==> src/include/fir_defines.svh <==
// Width, tap count, queue depth, credit and reset seed macros for the FIR subsystem
`ifndef FIR_DEFINES_SVH
`define FIR_DEFINES_SVH

// Datapath widths
`define FIR_SAMPLE_W    16
`define FIR_COEFF_W     16
`define FIR_NUM_TAPS    4

// Queue depths, which double as initial credit counts
`define FIR_IN_DEPTH    4
`define FIR_RES_DEPTH   4
`define FIR_OUT_CREDITS 2

// Coefficient j resets to seed[15:0] + j
`define FIR_COEFF_SEED  64'h1234_5678_9ABC_DEF0

`endif
==> src/design/fir_regs_pkg.sv <==
// Register map addresses and control register layout
`include "fir_defines.svh"

package fir_regs_pkg;

    typedef logic [2:0] cfg_addr_t;

    // Register map
    localparam cfg_addr_t FIR_REG_CTRL       = 3'd0;
    localparam cfg_addr_t FIR_REG_COEFF0     = 3'd1;
    localparam cfg_addr_t FIR_REG_COEFF_LAST = cfg_addr_t'(FIR_REG_COEFF0 + `FIR_NUM_TAPS - 1);

    // Control register, shift in bits 4:1 and enable in bit 0
    typedef struct packed {
        logic [3:0] shift;
        logic       enable;
    } ctrl_reg_t;

    localparam ctrl_reg_t CTRL_RESET = '{shift: 4'd0, enable: 1'b1};

endpackage

==> src/design/fir_types_pkg.sv <==
// Sample, coefficient, product, accumulator and result types for the FIR datapath
`include "fir_defines.svh"

package fir_types_pkg;

    // Input and output samples
    typedef logic signed [`FIR_SAMPLE_W-1:0] sample_t;

    typedef logic signed [`FIR_COEFF_W-1:0] coeff_t;

    // One full-precision tap product
    typedef logic signed [`FIR_SAMPLE_W+`FIR_COEFF_W-1:0] prod_t;

    // Sum of all tap products, two guard bits for four taps
    typedef logic signed [`FIR_SAMPLE_W+`FIR_COEFF_W+$clog2(`FIR_NUM_TAPS)-1:0] acc_t;

    // Saturated result as it sits in the result queue
    typedef struct packed {
        sample_t value;
        logic    sat;
    } result_t;

    typedef coeff_t [`FIR_NUM_TAPS-1:0] coeff_array_t;

endpackage

==> src/design/fir_result_if.sv <==
// Result path between the FIR datapath and the output port
`timescale 1ns/10ps

interface fir_result_if;
    import fir_types_pkg::*;

    // Datapath side
    logic    valid;
    sample_t result;
    logic    sat;

    // One pulse per result leaving the result queue
    logic    free;

    modport src (
        output valid,
        output result,
        output sat,
        input  free
    );

    modport dst (
        input  valid,
        input  result,
        input  sat,
        output free
    );

endinterface

==> src/design/fir_filter_top.sv <==
// Top level of the streaming FIR filter: input queue, configuration registers,
// datapath and credit-controlled output port
`timescale 1ns/10ps
`include "fir_defines.svh"

module fir_filter_top (
    input  logic                    clk,
    input  logic                    rst,
    input  logic                    in_valid,
    input  fir_types_pkg::sample_t  in_data,
    output logic                    in_credit,
    output logic                    out_valid,
    output fir_types_pkg::sample_t  out_data,
    output logic                    out_sat,
    input  logic                    out_credit,
    input  logic                    cfg_we,
    input  fir_regs_pkg::cfg_addr_t cfg_addr,
    input  logic [15:0]             cfg_wdata,
    output logic [15:0]             cfg_rdata
);
    import fir_types_pkg::*;
    import fir_regs_pkg::*;

    sample_t      fifo_data;
    logic         fifo_empty;
    logic         fifo_full;
    logic         fifo_pop;
    ctrl_reg_t    ctrl;
    coeff_array_t coeffs;

    fir_result_if u_res_if ();

    // Upstream credits cover every slot, so in_valid always finds room
    stream_fifo #(
        .payload_t (sample_t),
        .DEPTH     (`FIR_IN_DEPTH)
    ) u_in_fifo (
        .clk       (clk),
        .rst       (rst),
        .push      (in_valid),
        .push_data (in_data),
        .pop       (fifo_pop),
        .pop_data  (fifo_data),
        .empty     (fifo_empty),
        .full      (fifo_full)
    );

    fir_cfg_regs u_cfg_regs (
        .clk       (clk),
        .rst       (rst),
        .cfg_we    (cfg_we),
        .cfg_addr  (cfg_addr),
        .cfg_wdata (cfg_wdata),
        .cfg_rdata (cfg_rdata),
        .ctrl      (ctrl),
        .coeffs    (coeffs)
    );

    fir_datapath u_datapath (
        .clk        (clk),
        .rst        (rst),
        .fifo_empty (fifo_empty),
        .fifo_pop   (fifo_pop),
        .fifo_data  (fifo_data),
        .ctrl       (ctrl),
        .coeffs     (coeffs),
        .res        (u_res_if.src)
    );

    fir_out_port u_out_port (
        .clk        (clk),
        .rst        (rst),
        .res        (u_res_if.dst),
        .out_valid  (out_valid),
        .out_data   (out_data),
        .out_sat    (out_sat),
        .out_credit (out_credit)
    );

    // Each freed input slot goes back upstream one cycle later
    always_ff @(posedge clk or posedge rst) begin
        if (rst) begin
            in_credit <= 1'b0;
        end else begin
            in_credit <= fifo_pop;
        end
    end

    a_in_credit_respected: assert property (
        @(posedge clk) disable iff (rst) in_valid |-> !fifo_full
    ) else $error("fir_filter_top: in_valid with no upstream credit");

endmodule

==> src/design/fir_out_port.sv <==
// Result queue and downstream credit counter for the FIR output port
`timescale 1ns/10ps
`include "fir_defines.svh"

module fir_out_port (
    input  logic                   clk,
    input  logic                   rst,
    fir_result_if.dst              res,
    output logic                   out_valid,
    output fir_types_pkg::sample_t out_data,
    output logic                   out_sat,
    input  logic                   out_credit
);
    import fir_types_pkg::*;

    localparam int CRED_W = $clog2(`FIR_OUT_CREDITS + 1);

    result_t           q_in;
    result_t           q_out;
    logic              q_empty;
    logic              q_full;
    logic              drain;
    logic [CRED_W-1:0] credits;

    assign q_in = '{value: res.result, sat: res.sat};

    // Datapath credits keep this queue from overflowing
    stream_fifo #(
        .payload_t (result_t),
        .DEPTH     (`FIR_RES_DEPTH)
    ) u_res_fifo (
        .clk       (clk),
        .rst       (rst),
        .push      (res.valid),
        .push_data (q_in),
        .pop       (drain),
        .pop_data  (q_out),
        .empty     (q_empty),
        .full      (q_full)
    );

    assign drain    = !q_empty && (credits != '0);
    assign res.free = drain;

    always_ff @(posedge clk or posedge rst) begin
        if (rst) begin
            out_valid <= 1'b0;
            credits   <= CRED_W'(`FIR_OUT_CREDITS);
        end else begin
            out_valid <= drain;
            case ({drain, out_credit})
                2'b10:   credits <= credits - 1'b1;
                2'b01:   credits <= credits + 1'b1;
                default: credits <= credits;
            endcase
        end
    end

    always_ff @(posedge clk) begin
        out_data <= q_out.value;
        out_sat  <= q_out.sat;
    end

    // Downstream returns no more credits than it was granted
    a_out_cred_bound: assert property (
        @(posedge clk) disable iff (rst) credits <= CRED_W'(`FIR_OUT_CREDITS)
    ) else $error("fir_out_port: downstream credit count %0d above its grant", credits);

    a_res_no_overflow: assert property (
        @(posedge clk) disable iff (rst) res.valid |-> !q_full
    ) else $error("fir_out_port: result arrived with the result queue full");

endmodule

==> src/design/fir_datapath.sv <==
// FIR delay line, registered multiply stage, sum with shift and saturation,
// and the credit count that guards the result queue
`timescale 1ns/10ps
`include "fir_defines.svh"

module fir_datapath (
    input  logic                        clk,
    input  logic                        rst,
    input  logic                        fifo_empty,
    output logic                        fifo_pop,
    input  fir_types_pkg::sample_t      fifo_data,
    input  fir_regs_pkg::ctrl_reg_t     ctrl,
    input  fir_types_pkg::coeff_array_t coeffs,
    fir_result_if.src                   res
);
    import fir_types_pkg::*;

    localparam int   CRED_W  = $clog2(`FIR_RES_DEPTH + 1);
    localparam acc_t SAT_MAX = (acc_t'(1) <<< (`FIR_SAMPLE_W - 1)) - acc_t'(1);
    localparam acc_t SAT_MIN = -SAT_MAX - acc_t'(1);

    sample_t           taps [`FIR_NUM_TAPS];
    prod_t             prods [`FIR_NUM_TAPS];
    logic              tap_vld;
    logic              prod_vld;
    logic [CRED_W-1:0] cred_cnt;
    acc_t              sum;
    acc_t              shifted;

    // Pop only when a result slot is guaranteed downstream
    assign fifo_pop = ctrl.enable && !fifo_empty && (cred_cnt != '0);

    // Delay line, newest sample in taps[0]
    always_ff @(posedge clk or posedge rst) begin
        if (rst) begin
            for (int k = 0; k < `FIR_NUM_TAPS; k++) begin
                taps[k] <= '0;
            end
        end else if (fifo_pop) begin
            taps[0] <= fifo_data;
            for (int k = 1; k < `FIR_NUM_TAPS; k++) begin
                taps[k] <= taps[k-1];
            end
        end
    end

    // Product stage
    always_ff @(posedge clk) begin
        for (int k = 0; k < `FIR_NUM_TAPS; k++) begin
            prods[k] <= taps[k] * coeffs[k];
        end
    end

    // Sum in full precision, then arithmetic shift
    always_comb begin
        sum = '0;
        for (int k = 0; k < `FIR_NUM_TAPS; k++) begin
            sum = sum + acc_t'(prods[k]);
        end
        shifted = sum >>> ctrl.shift;
    end

    // Clamp to the sample range
    always_ff @(posedge clk) begin
        if (shifted > SAT_MAX) begin
            res.result <= sample_t'(SAT_MAX);
            res.sat    <= 1'b1;
        end else if (shifted < SAT_MIN) begin
            res.result <= sample_t'(SAT_MIN);
            res.sat    <= 1'b1;
        end else begin
            res.result <= sample_t'(shifted);
            res.sat    <= 1'b0;
        end
    end

    // Valid follows the sample through both stages
    always_ff @(posedge clk or posedge rst) begin
        if (rst) begin
            tap_vld   <= 1'b0;
            prod_vld  <= 1'b0;
            res.valid <= 1'b0;
        end else begin
            tap_vld   <= fifo_pop;
            prod_vld  <= tap_vld;
            res.valid <= prod_vld;
        end
    end

    // One credit per free result queue slot
    always_ff @(posedge clk or posedge rst) begin
        if (rst) begin
            cred_cnt <= CRED_W'(`FIR_RES_DEPTH);
        end else begin
            case ({fifo_pop, res.free})
                2'b10:   cred_cnt <= cred_cnt - 1'b1;
                2'b01:   cred_cnt <= cred_cnt + 1'b1;
                default: cred_cnt <= cred_cnt;
            endcase
        end
    end

    // Free pulses from the output port must match earlier issues
    a_cred_bound: assert property (
        @(posedge clk) disable iff (rst) cred_cnt <= CRED_W'(`FIR_RES_DEPTH)
    ) else $error("fir_datapath: credit count %0d above result depth", cred_cnt);

endmodule

==> src/design/fir_cfg_regs.sv <==
// Configuration registers for the FIR filter: enable, shift and coefficients
`timescale 1ns/10ps
`include "fir_defines.svh"

module fir_cfg_regs (
    input  logic                        clk,
    input  logic                        rst,
    input  logic                        cfg_we,
    input  fir_regs_pkg::cfg_addr_t     cfg_addr,
    input  logic [15:0]                 cfg_wdata,
    output logic [15:0]                 cfg_rdata,
    output fir_regs_pkg::ctrl_reg_t     ctrl,
    output fir_types_pkg::coeff_array_t coeffs
);
    import fir_regs_pkg::*;
    import fir_types_pkg::*;

    localparam logic [63:0] SEED = `FIR_COEFF_SEED;

    logic [15:0] rdata_next;

    // Register writes, coefficients seeded at reset
    always_ff @(posedge clk or posedge rst) begin
        if (rst) begin
            ctrl <= CTRL_RESET;
            for (int j = 0; j < `FIR_NUM_TAPS; j++) begin
                coeffs[j] <= coeff_t'(SEED[15:0] + 16'(j));
            end
        end else if (cfg_we) begin
            if (cfg_addr == FIR_REG_CTRL) begin
                ctrl <= ctrl_reg_t'(cfg_wdata[$bits(ctrl_reg_t)-1:0]);
            end
            for (int j = 0; j < `FIR_NUM_TAPS; j++) begin
                if (cfg_addr == cfg_addr_t'(FIR_REG_COEFF0 + j)) begin
                    coeffs[j] <= coeff_t'(cfg_wdata);
                end
            end
        end
    end

    // Readback mux, unmapped addresses read as zero
    always_comb begin
        rdata_next = '0;
        if (cfg_addr == FIR_REG_CTRL) begin
            rdata_next = 16'(ctrl);
        end
        for (int j = 0; j < `FIR_NUM_TAPS; j++) begin
            if (cfg_addr == cfg_addr_t'(FIR_REG_COEFF0 + j)) begin
                rdata_next = 16'(coeffs[j]);
            end
        end
    end

    always_ff @(posedge clk) begin
        cfg_rdata <= rdata_next;
    end

    a_write_in_map: assert property (
        @(posedge clk) disable iff (rst) cfg_we |-> (cfg_addr <= FIR_REG_COEFF_LAST)
    ) else $error("fir_cfg_regs: write to unmapped address %0d", cfg_addr);

endmodule

==> src/design/stream_fifo.sv <==
// Circular buffer queue with a type-parameterized payload
`timescale 1ns/10ps

module stream_fifo #(
    parameter type payload_t = logic [15:0],
    parameter int  DEPTH     = 4
) (
    input  logic     clk,
    input  logic     rst,
    input  logic     push,
    input  payload_t push_data,
    input  logic     pop,
    output payload_t pop_data,
    output logic     empty,
    output logic     full
);

    localparam int PTR_W = (DEPTH > 1) ? $clog2(DEPTH) : 1;
    localparam int CNT_W = $clog2(DEPTH + 1);

    payload_t mem [DEPTH];

    logic [PTR_W-1:0] wr_ptr;
    logic [PTR_W-1:0] rd_ptr;
    logic [CNT_W-1:0] count;
    logic             do_push;
    logic             do_pop;

    assign do_push = push && !full;
    assign do_pop  = pop && !empty;

    assign empty    = (count == '0);
    assign full     = (count == CNT_W'(DEPTH));
    assign pop_data = mem[rd_ptr];

    // Storage
    always_ff @(posedge clk) begin
        if (do_push) begin
            mem[wr_ptr] <= push_data;
        end
    end

    // Pointers wrap at DEPTH, which need not be a power of two
    always_ff @(posedge clk or posedge rst) begin
        if (rst) begin
            wr_ptr <= '0;
            rd_ptr <= '0;
            count  <= '0;
        end else begin
            if (do_push) begin
                wr_ptr <= (wr_ptr == PTR_W'(DEPTH - 1)) ? '0 : wr_ptr + 1'b1;
            end
            if (do_pop) begin
                rd_ptr <= (rd_ptr == PTR_W'(DEPTH - 1)) ? '0 : rd_ptr + 1'b1;
            end
            case ({do_push, do_pop})
                2'b10:   count <= count + 1'b1;
                2'b01:   count <= count - 1'b1;
                default: count <= count;
            endcase
        end
    end

    // Producers and consumers must respect the credit scheme around this queue
    a_no_overflow: assert property (@(posedge clk) disable iff (rst) !(push && full))
        else $error("stream_fifo: push while full");

    a_no_underflow: assert property (@(posedge clk) disable iff (rst) !(pop && empty))
        else $error("stream_fifo: pop while empty");

endmodule

==> config.mk <==
export PLATFORM = sky130hd
export DESIGN_NAME = fir_filter_top
export DESIGN_NICKNAME = d
export VERILOG_FILES = /design/src/design/fir_regs_pkg.sv /design/src/design/fir_types_pkg.sv /design/src/design/fir_result_if.sv /design/src/design/fir_filter_top.sv /design/src/design/fir_out_port.sv /design/src/design/fir_datapath.sv /design/src/design/fir_cfg_regs.sv /design/src/design/stream_fifo.sv
export VERILOG_INCLUDE_DIRS = /design/src /design/src/include
export SDC_FILE = /design/constraint.sdc
export NUM_CORES = 2
export LEC_CHECK = 0
export ABC_CLOCK_PERIOD_IN_PS = 9400
export BUFFER_PORTS_ARGS = -buffer_cell sky130_fd_sc_hd__buf_2
export CORE_MARGIN = 8
export CORE_UTILIZATION = 50
export DETAILED_ROUTE_END_ITERATION = 8
export HOLD_SLACK_MARGIN = 0.03
export PLACE_DENSITY = 0.74
export SYNTH_ARGS = -nofsm -noshare
export SYNTH_HDL_FRONTEND = slang
export SYNTH_SLANG_ARGS = --single-unit
==> constraint.sdc <==
create_clock -name clk -period 9.4 [get_ports clk]
set_input_delay 0 -clock clk [delete_from_list [all_inputs] [get_ports clk]]
set_output_delay 0 -clock clk [all_outputs]
set_load 0.02 [all_outputs]
==> run summary <==
The total of buffers placed on input and output ports is 74. The routed wire length is roughly 150000 um. The number of instances in the synthesized netlist came out at 5871. The deepest clock path buffer count came out at 3. The height of the die came out at 360 um. The average instance area after synthesis is 10.1 um2.

The average routed wire per standard cell is 20.1 um. The maximum level of the CTS H-tree came out at 2. The post-synthesis net count is 7402. The number of global-route vias before repair is 44625. The floorplan step set the die width to 360 um. The total number of placement rows came out at between 100 and 150. 75 I/O pins were placed. The clock sink count came out at between 400 and 500. Of all nets on the critical path, the largest fanout is 18. The top metal layer carrying routed signals is met5. The wire length of the first global-routing pass is ~240000 um. In this run, synthesis inferred 132 flip-flops with an integrated enable.

The summed negative setup slack over all endpoints came out at 0 ns. The share of the clock period used by the worst path is 0.828. The number of synthesized register bits is 466. TritonCTS created 53 clock buffers. The min-delay analysis places its worst path in the category input pin to register.

The top cell type's share of synthesized area came out at 0.377. The detailed-route vias per instance came out at 5.46. The cell chosen for the clock root is sky130_fd_sc_hd__clkbuf_16. The initial antenna violation count came out at 9.

In the final layout, the share of cells above drive strength 1 is 0.0794. The remaining routing DRC violations is 0. The number of max-cap violations came out at 0. The post-layout net count came out at 7364. After synthesis the cells add up to 59300 um2. After clock tree synthesis, the clock-pin slew on the worst setup and hold paths is 0.06 ns. The highest attainable clock frequency came out at 0.128 GHz.

The number of search-and-repair iterations in the first detailed-routing pass is 6. The area overhead of the layout relative to synthesis is 6.64%. In the synthesized netlist, the cells that appear most often are 1334 x sky130_fd_sc_hd__inv_1, 1116 x sky130_fd_sc_hd__fa_1, 651 x sky130_fd_sc_hd__nand2_1, 425 x sky130_fd_sc_hd__and2_1, 375 x sky130_fd_sc_hd__ha_1.

The residual overflow from global routing came out at 0. The final critical path time including I/O delays and setup came out at 7.78 ns. sky130_fd_sc_hd__inv_1 is the most common cell in the netlist. Setup repair after global routing left no endpoint under its margin.

The nature of the critical path startpoint is a register. The final count of hold timing violations is 0. The maximum clock skew at final layout is 0.0689 ns.

For this block, the initial DRC count from the detailed router was 3029. The worst endpoint required time is around 10 ns. At the worst endpoint, the arrival time is 8.33 ns. The met3 wire length came out at 11000 um.

The leakage power figure came out at around 28 nW. Setup violations remaining at the end of the flow were counted as 0. The final max-slew violation count came out at 0.

The met1 layer wirelength in the final routing came out at between 50000 and 60000 um. The number of library cell types mapped by synthesis is 83. TritonCTS built the clock tree.

The ratio of total power to cell area is 159 nW/um2. The path type of the worst setup path is register to register. After floorplanning, the core was sized to cover 118000 um2. The actual transition at the worst max-transition pin came out at about 1.3 ns.

In this run the tightest slew margin relative to its limit is 0.106. The share of the Yosys chip area taken by registers is 0.194. In the post-synthesis netlist, the biggest area contributors are sky130_fd_sc_hd__fa_1 38%, sky130_fd_sc_hd__inv_1 8.4%, sky130_fd_sc_hd__ha_1 7.9%.

STA classifies the critical path endpoint as a register. In the detailed route, the total length drawn on met2 is between 70000 and 80000 um. Across the VDD grid, the largest voltage drop is about 280 uV. The die area came out at approximately 130000 um2. The synthesis warning total came out at 0. In the synthesized netlist the dominant register cell turns out to be sky130_fd_sc_hd__dfxtp_1. The final HPWL from detailed placement came out at around 120000 um.

The routability congestion estimate from global placement is 0.920. The largest total area in the synthesized netlist belongs to sky130_fd_sc_hd__fa_1. The total vias in the final route came out at 40520. The flow ran to the end, and the final reports show no timing, DRC or antenna violations. The total global routing track utilization is 0.237.

The fraction of registers with async set or reset after synthesis is 0.335. Gates resized during post-CTS repair numbered 0. The later-pin clock latency in the skew report came out at 0.67 ns.

The post-detailed-route count of antenna-violating nets is 0. Entering global routing, the biggest net connects 60 pins. The total power consumption of the routed design came out at ~10 mW. The initial utilization of the core area, before any placement, comes to 0.503.
[report_power, final]
part           switching (mW)  internal (mW)  total (mW)
clock                   0.954           1.30        2.26
sequential              0.560           2.45        3.01
combinational            2.89           1.93        4.82
total                    4.40           5.68        10.1
[critical path, cell delays in order, from the launching register on]
cell and delay, ns:
sky130_fd_sc_hd__dfrtp_1 0.78, sky130_fd_sc_hd__nand2_1 0.17, sky130_fd_sc_hd__fa_1 0.58, sky130_fd_sc_hd__inv_1 0.06
sky130_fd_sc_hd__fa_1 0.53, sky130_fd_sc_hd__inv_1 0.05, sky130_fd_sc_hd__fa_1 0.48, sky130_fd_sc_hd__fa_1 0.54
sky130_fd_sc_hd__inv_1 0.05, sky130_fd_sc_hd__fa_1 0.47, sky130_fd_sc_hd__inv_1 0.05, sky130_fd_sc_hd__fa_1 0.47
sky130_fd_sc_hd__inv_1 0.04, sky130_fd_sc_hd__ha_1 0.33, sky130_fd_sc_hd__a21o_1 0.19, sky130_fd_sc_hd__a21oi_1 0.17
sky130_fd_sc_hd__nand2b_1 0.13, sky130_fd_sc_hd__o311ai_0 0.24, sky130_fd_sc_hd__o41ai_1 0.78, sky130_fd_sc_hd__o21ai_0 0.38
sky130_fd_sc_hd__o211ai_1 0.36, sky130_fd_sc_hd__a311o_1 0.22, sky130_fd_sc_hd__nand3_1 0.09, sky130_fd_sc_hd__o21ai_0 0.17
sky130_fd_sc_hd__nand2b_1 0.07, sky130_fd_sc_hd__a21oi_1 0.17, sky130_fd_sc_hd__xnor2_1 0.09
[per-layer routing]
layer  up-vias  track usage
met5         -            0
met4         6        0.113
met3       386       0.0431
met2      1416        0.390
met1     20882        0.302
li1      17830            -
[layout by cell type, fill, tap and decap left out, types with 37 or more instances in the layout]
| cell | instances |
|---|---|
| sky130_fd_sc_hd__a21o_1 | 41 |
| sky130_fd_sc_hd__a21oi_1 | 124 |
| sky130_fd_sc_hd__and2_1 | 425 |
| sky130_fd_sc_hd__buf_2 | 74 |
| sky130_fd_sc_hd__clkbuf_16 | 53 |
| sky130_fd_sc_hd__dfrtp_1 | 109 |
| sky130_fd_sc_hd__dfstp_2 | 47 |
| sky130_fd_sc_hd__dfxtp_1 | 178 |
| sky130_fd_sc_hd__dlygate4sd3_1 | 42 |
| sky130_fd_sc_hd__edfxtp_1 | 132 |
| sky130_fd_sc_hd__fa_1 | 1116 |
| sky130_fd_sc_hd__ha_1 | 375 |
| sky130_fd_sc_hd__inv_1 | 1333 |
| sky130_fd_sc_hd__mux2_2 | 140 |
| sky130_fd_sc_hd__mux2i_1 | 48 |
| sky130_fd_sc_hd__mux4_2 | 43 |
| sky130_fd_sc_hd__nand2_1 | 651 |
| sky130_fd_sc_hd__nand2b_1 | 82 |
| sky130_fd_sc_hd__nor2_1 | 121 |
| sky130_fd_sc_hd__nor3_1 | 37 |
| sky130_fd_sc_hd__o21ai_0 | 96 |
| sky130_fd_sc_hd__xnor2_1 | 136 |
[final cells by class]
cell class                 count  area (um2)
clock buffer                  65        1430
antenna                        4        10.0
multi-input combinational   3837       41900
clock inverter                35         468
inverter                    1335        5020
timing repair buffer         140         971
fill                       10190       54700
tap                         1536        1920
sequential                   466       11500
[metrics by stage]
step / area [um2] / instances / setup slack (ns) / hold WS, ns / util
floorplan: 59300 / 5871 / 2.74 / 0.0989 / -
global placement: 60900 / 7272 / 1.85 / 0.0728 / 0.517
detailed placement: 60900 / 7272 / 1.78 / 0.0700 / 0.517
CTS: 63200 / 7414 / 1.75 / 0.0376 / 0.536
global route: 63200 / 7414 / 1.09 / 0.0701 / 0.536
finish: 63300 / 7418 / 1.62 / 0.0805 / 0.536
[path summary, 6_finish.rpt]
kind / start / endpoint / slack [ns] / depth (start not counted)
min in group asynchronous: rst / u_out_port.out_valid$_DFF_PP0_ / 0.50 / 4
worst min register to register: u_datapath.prod_vld$_DFF_PP0_ / u_datapath.res.valid$_DFF_PP0_ / 0.35 / 0
worst max register to register: u_datapath.taps[26]$_DFFE_PP0P_ / u_datapath.prods[2][31]$_DFF_P_ / 1.62 / 26
worst max-delay path: u_datapath.taps[26]$_DFFE_PP0P_ / u_datapath.prods[2][31]$_DFF_P_ / 1.62 / 26
max in group asynchronous: rst / u_datapath.taps[63]$_DFFE_PP0P_ / 6.82 / 6
worst min-delay path: in_data[14] / u_in_fifo.mem[1][14]$_DFFE_PP_ / 0.08 / 2
[logic make-up after synthesis]
| logic type | count (synthesis) | share of synthesized area |
|---|---|---|
| and+or+nand+nor | 1463 | 0.121 |
| buffers and inverters | 1568 | 0.0995 |
| adders and majority gates | 1491 | 0.456 |
| muxes | 231 | 0.0510 |
| xor gates and xnor gates | 172 | 0.0254 |
| DFF | 466 | 0.194 |
| AOI/OAI and AO/OA | 480 | 0.0535 |
[flip-flops by register name (all words and copies together), names as in the netlist, 3 cells and up]
| signal | count |
|---|---|
| u_datapath.taps | 64 |
| u_cfg_regs.coeffs | 64 |
| u_datapath.res.result | 16 |
| u_datapath.prods | 128 |
| u_out_port.u_res_fifo.count | 3 |
| u_in_fifo.count | 3 |
| u_out_port.u_res_fifo.mem | 68 |
| u_out_port.out_data | 16 |
| u_in_fifo.mem | 64 |
| u_datapath.cred_cnt | 3 |
| u_cfg_regs.cfg_rdata | 16 |
| u_cfg_regs.ctrl | 5 |
[repair_timing]
item / CTS / global route
hold buffers: 42 / 0
buffers inserted: 0 / 0
hold endpoints to repair: 186 / 0
No activity file was read; power rests on OpenSTA's default activity.
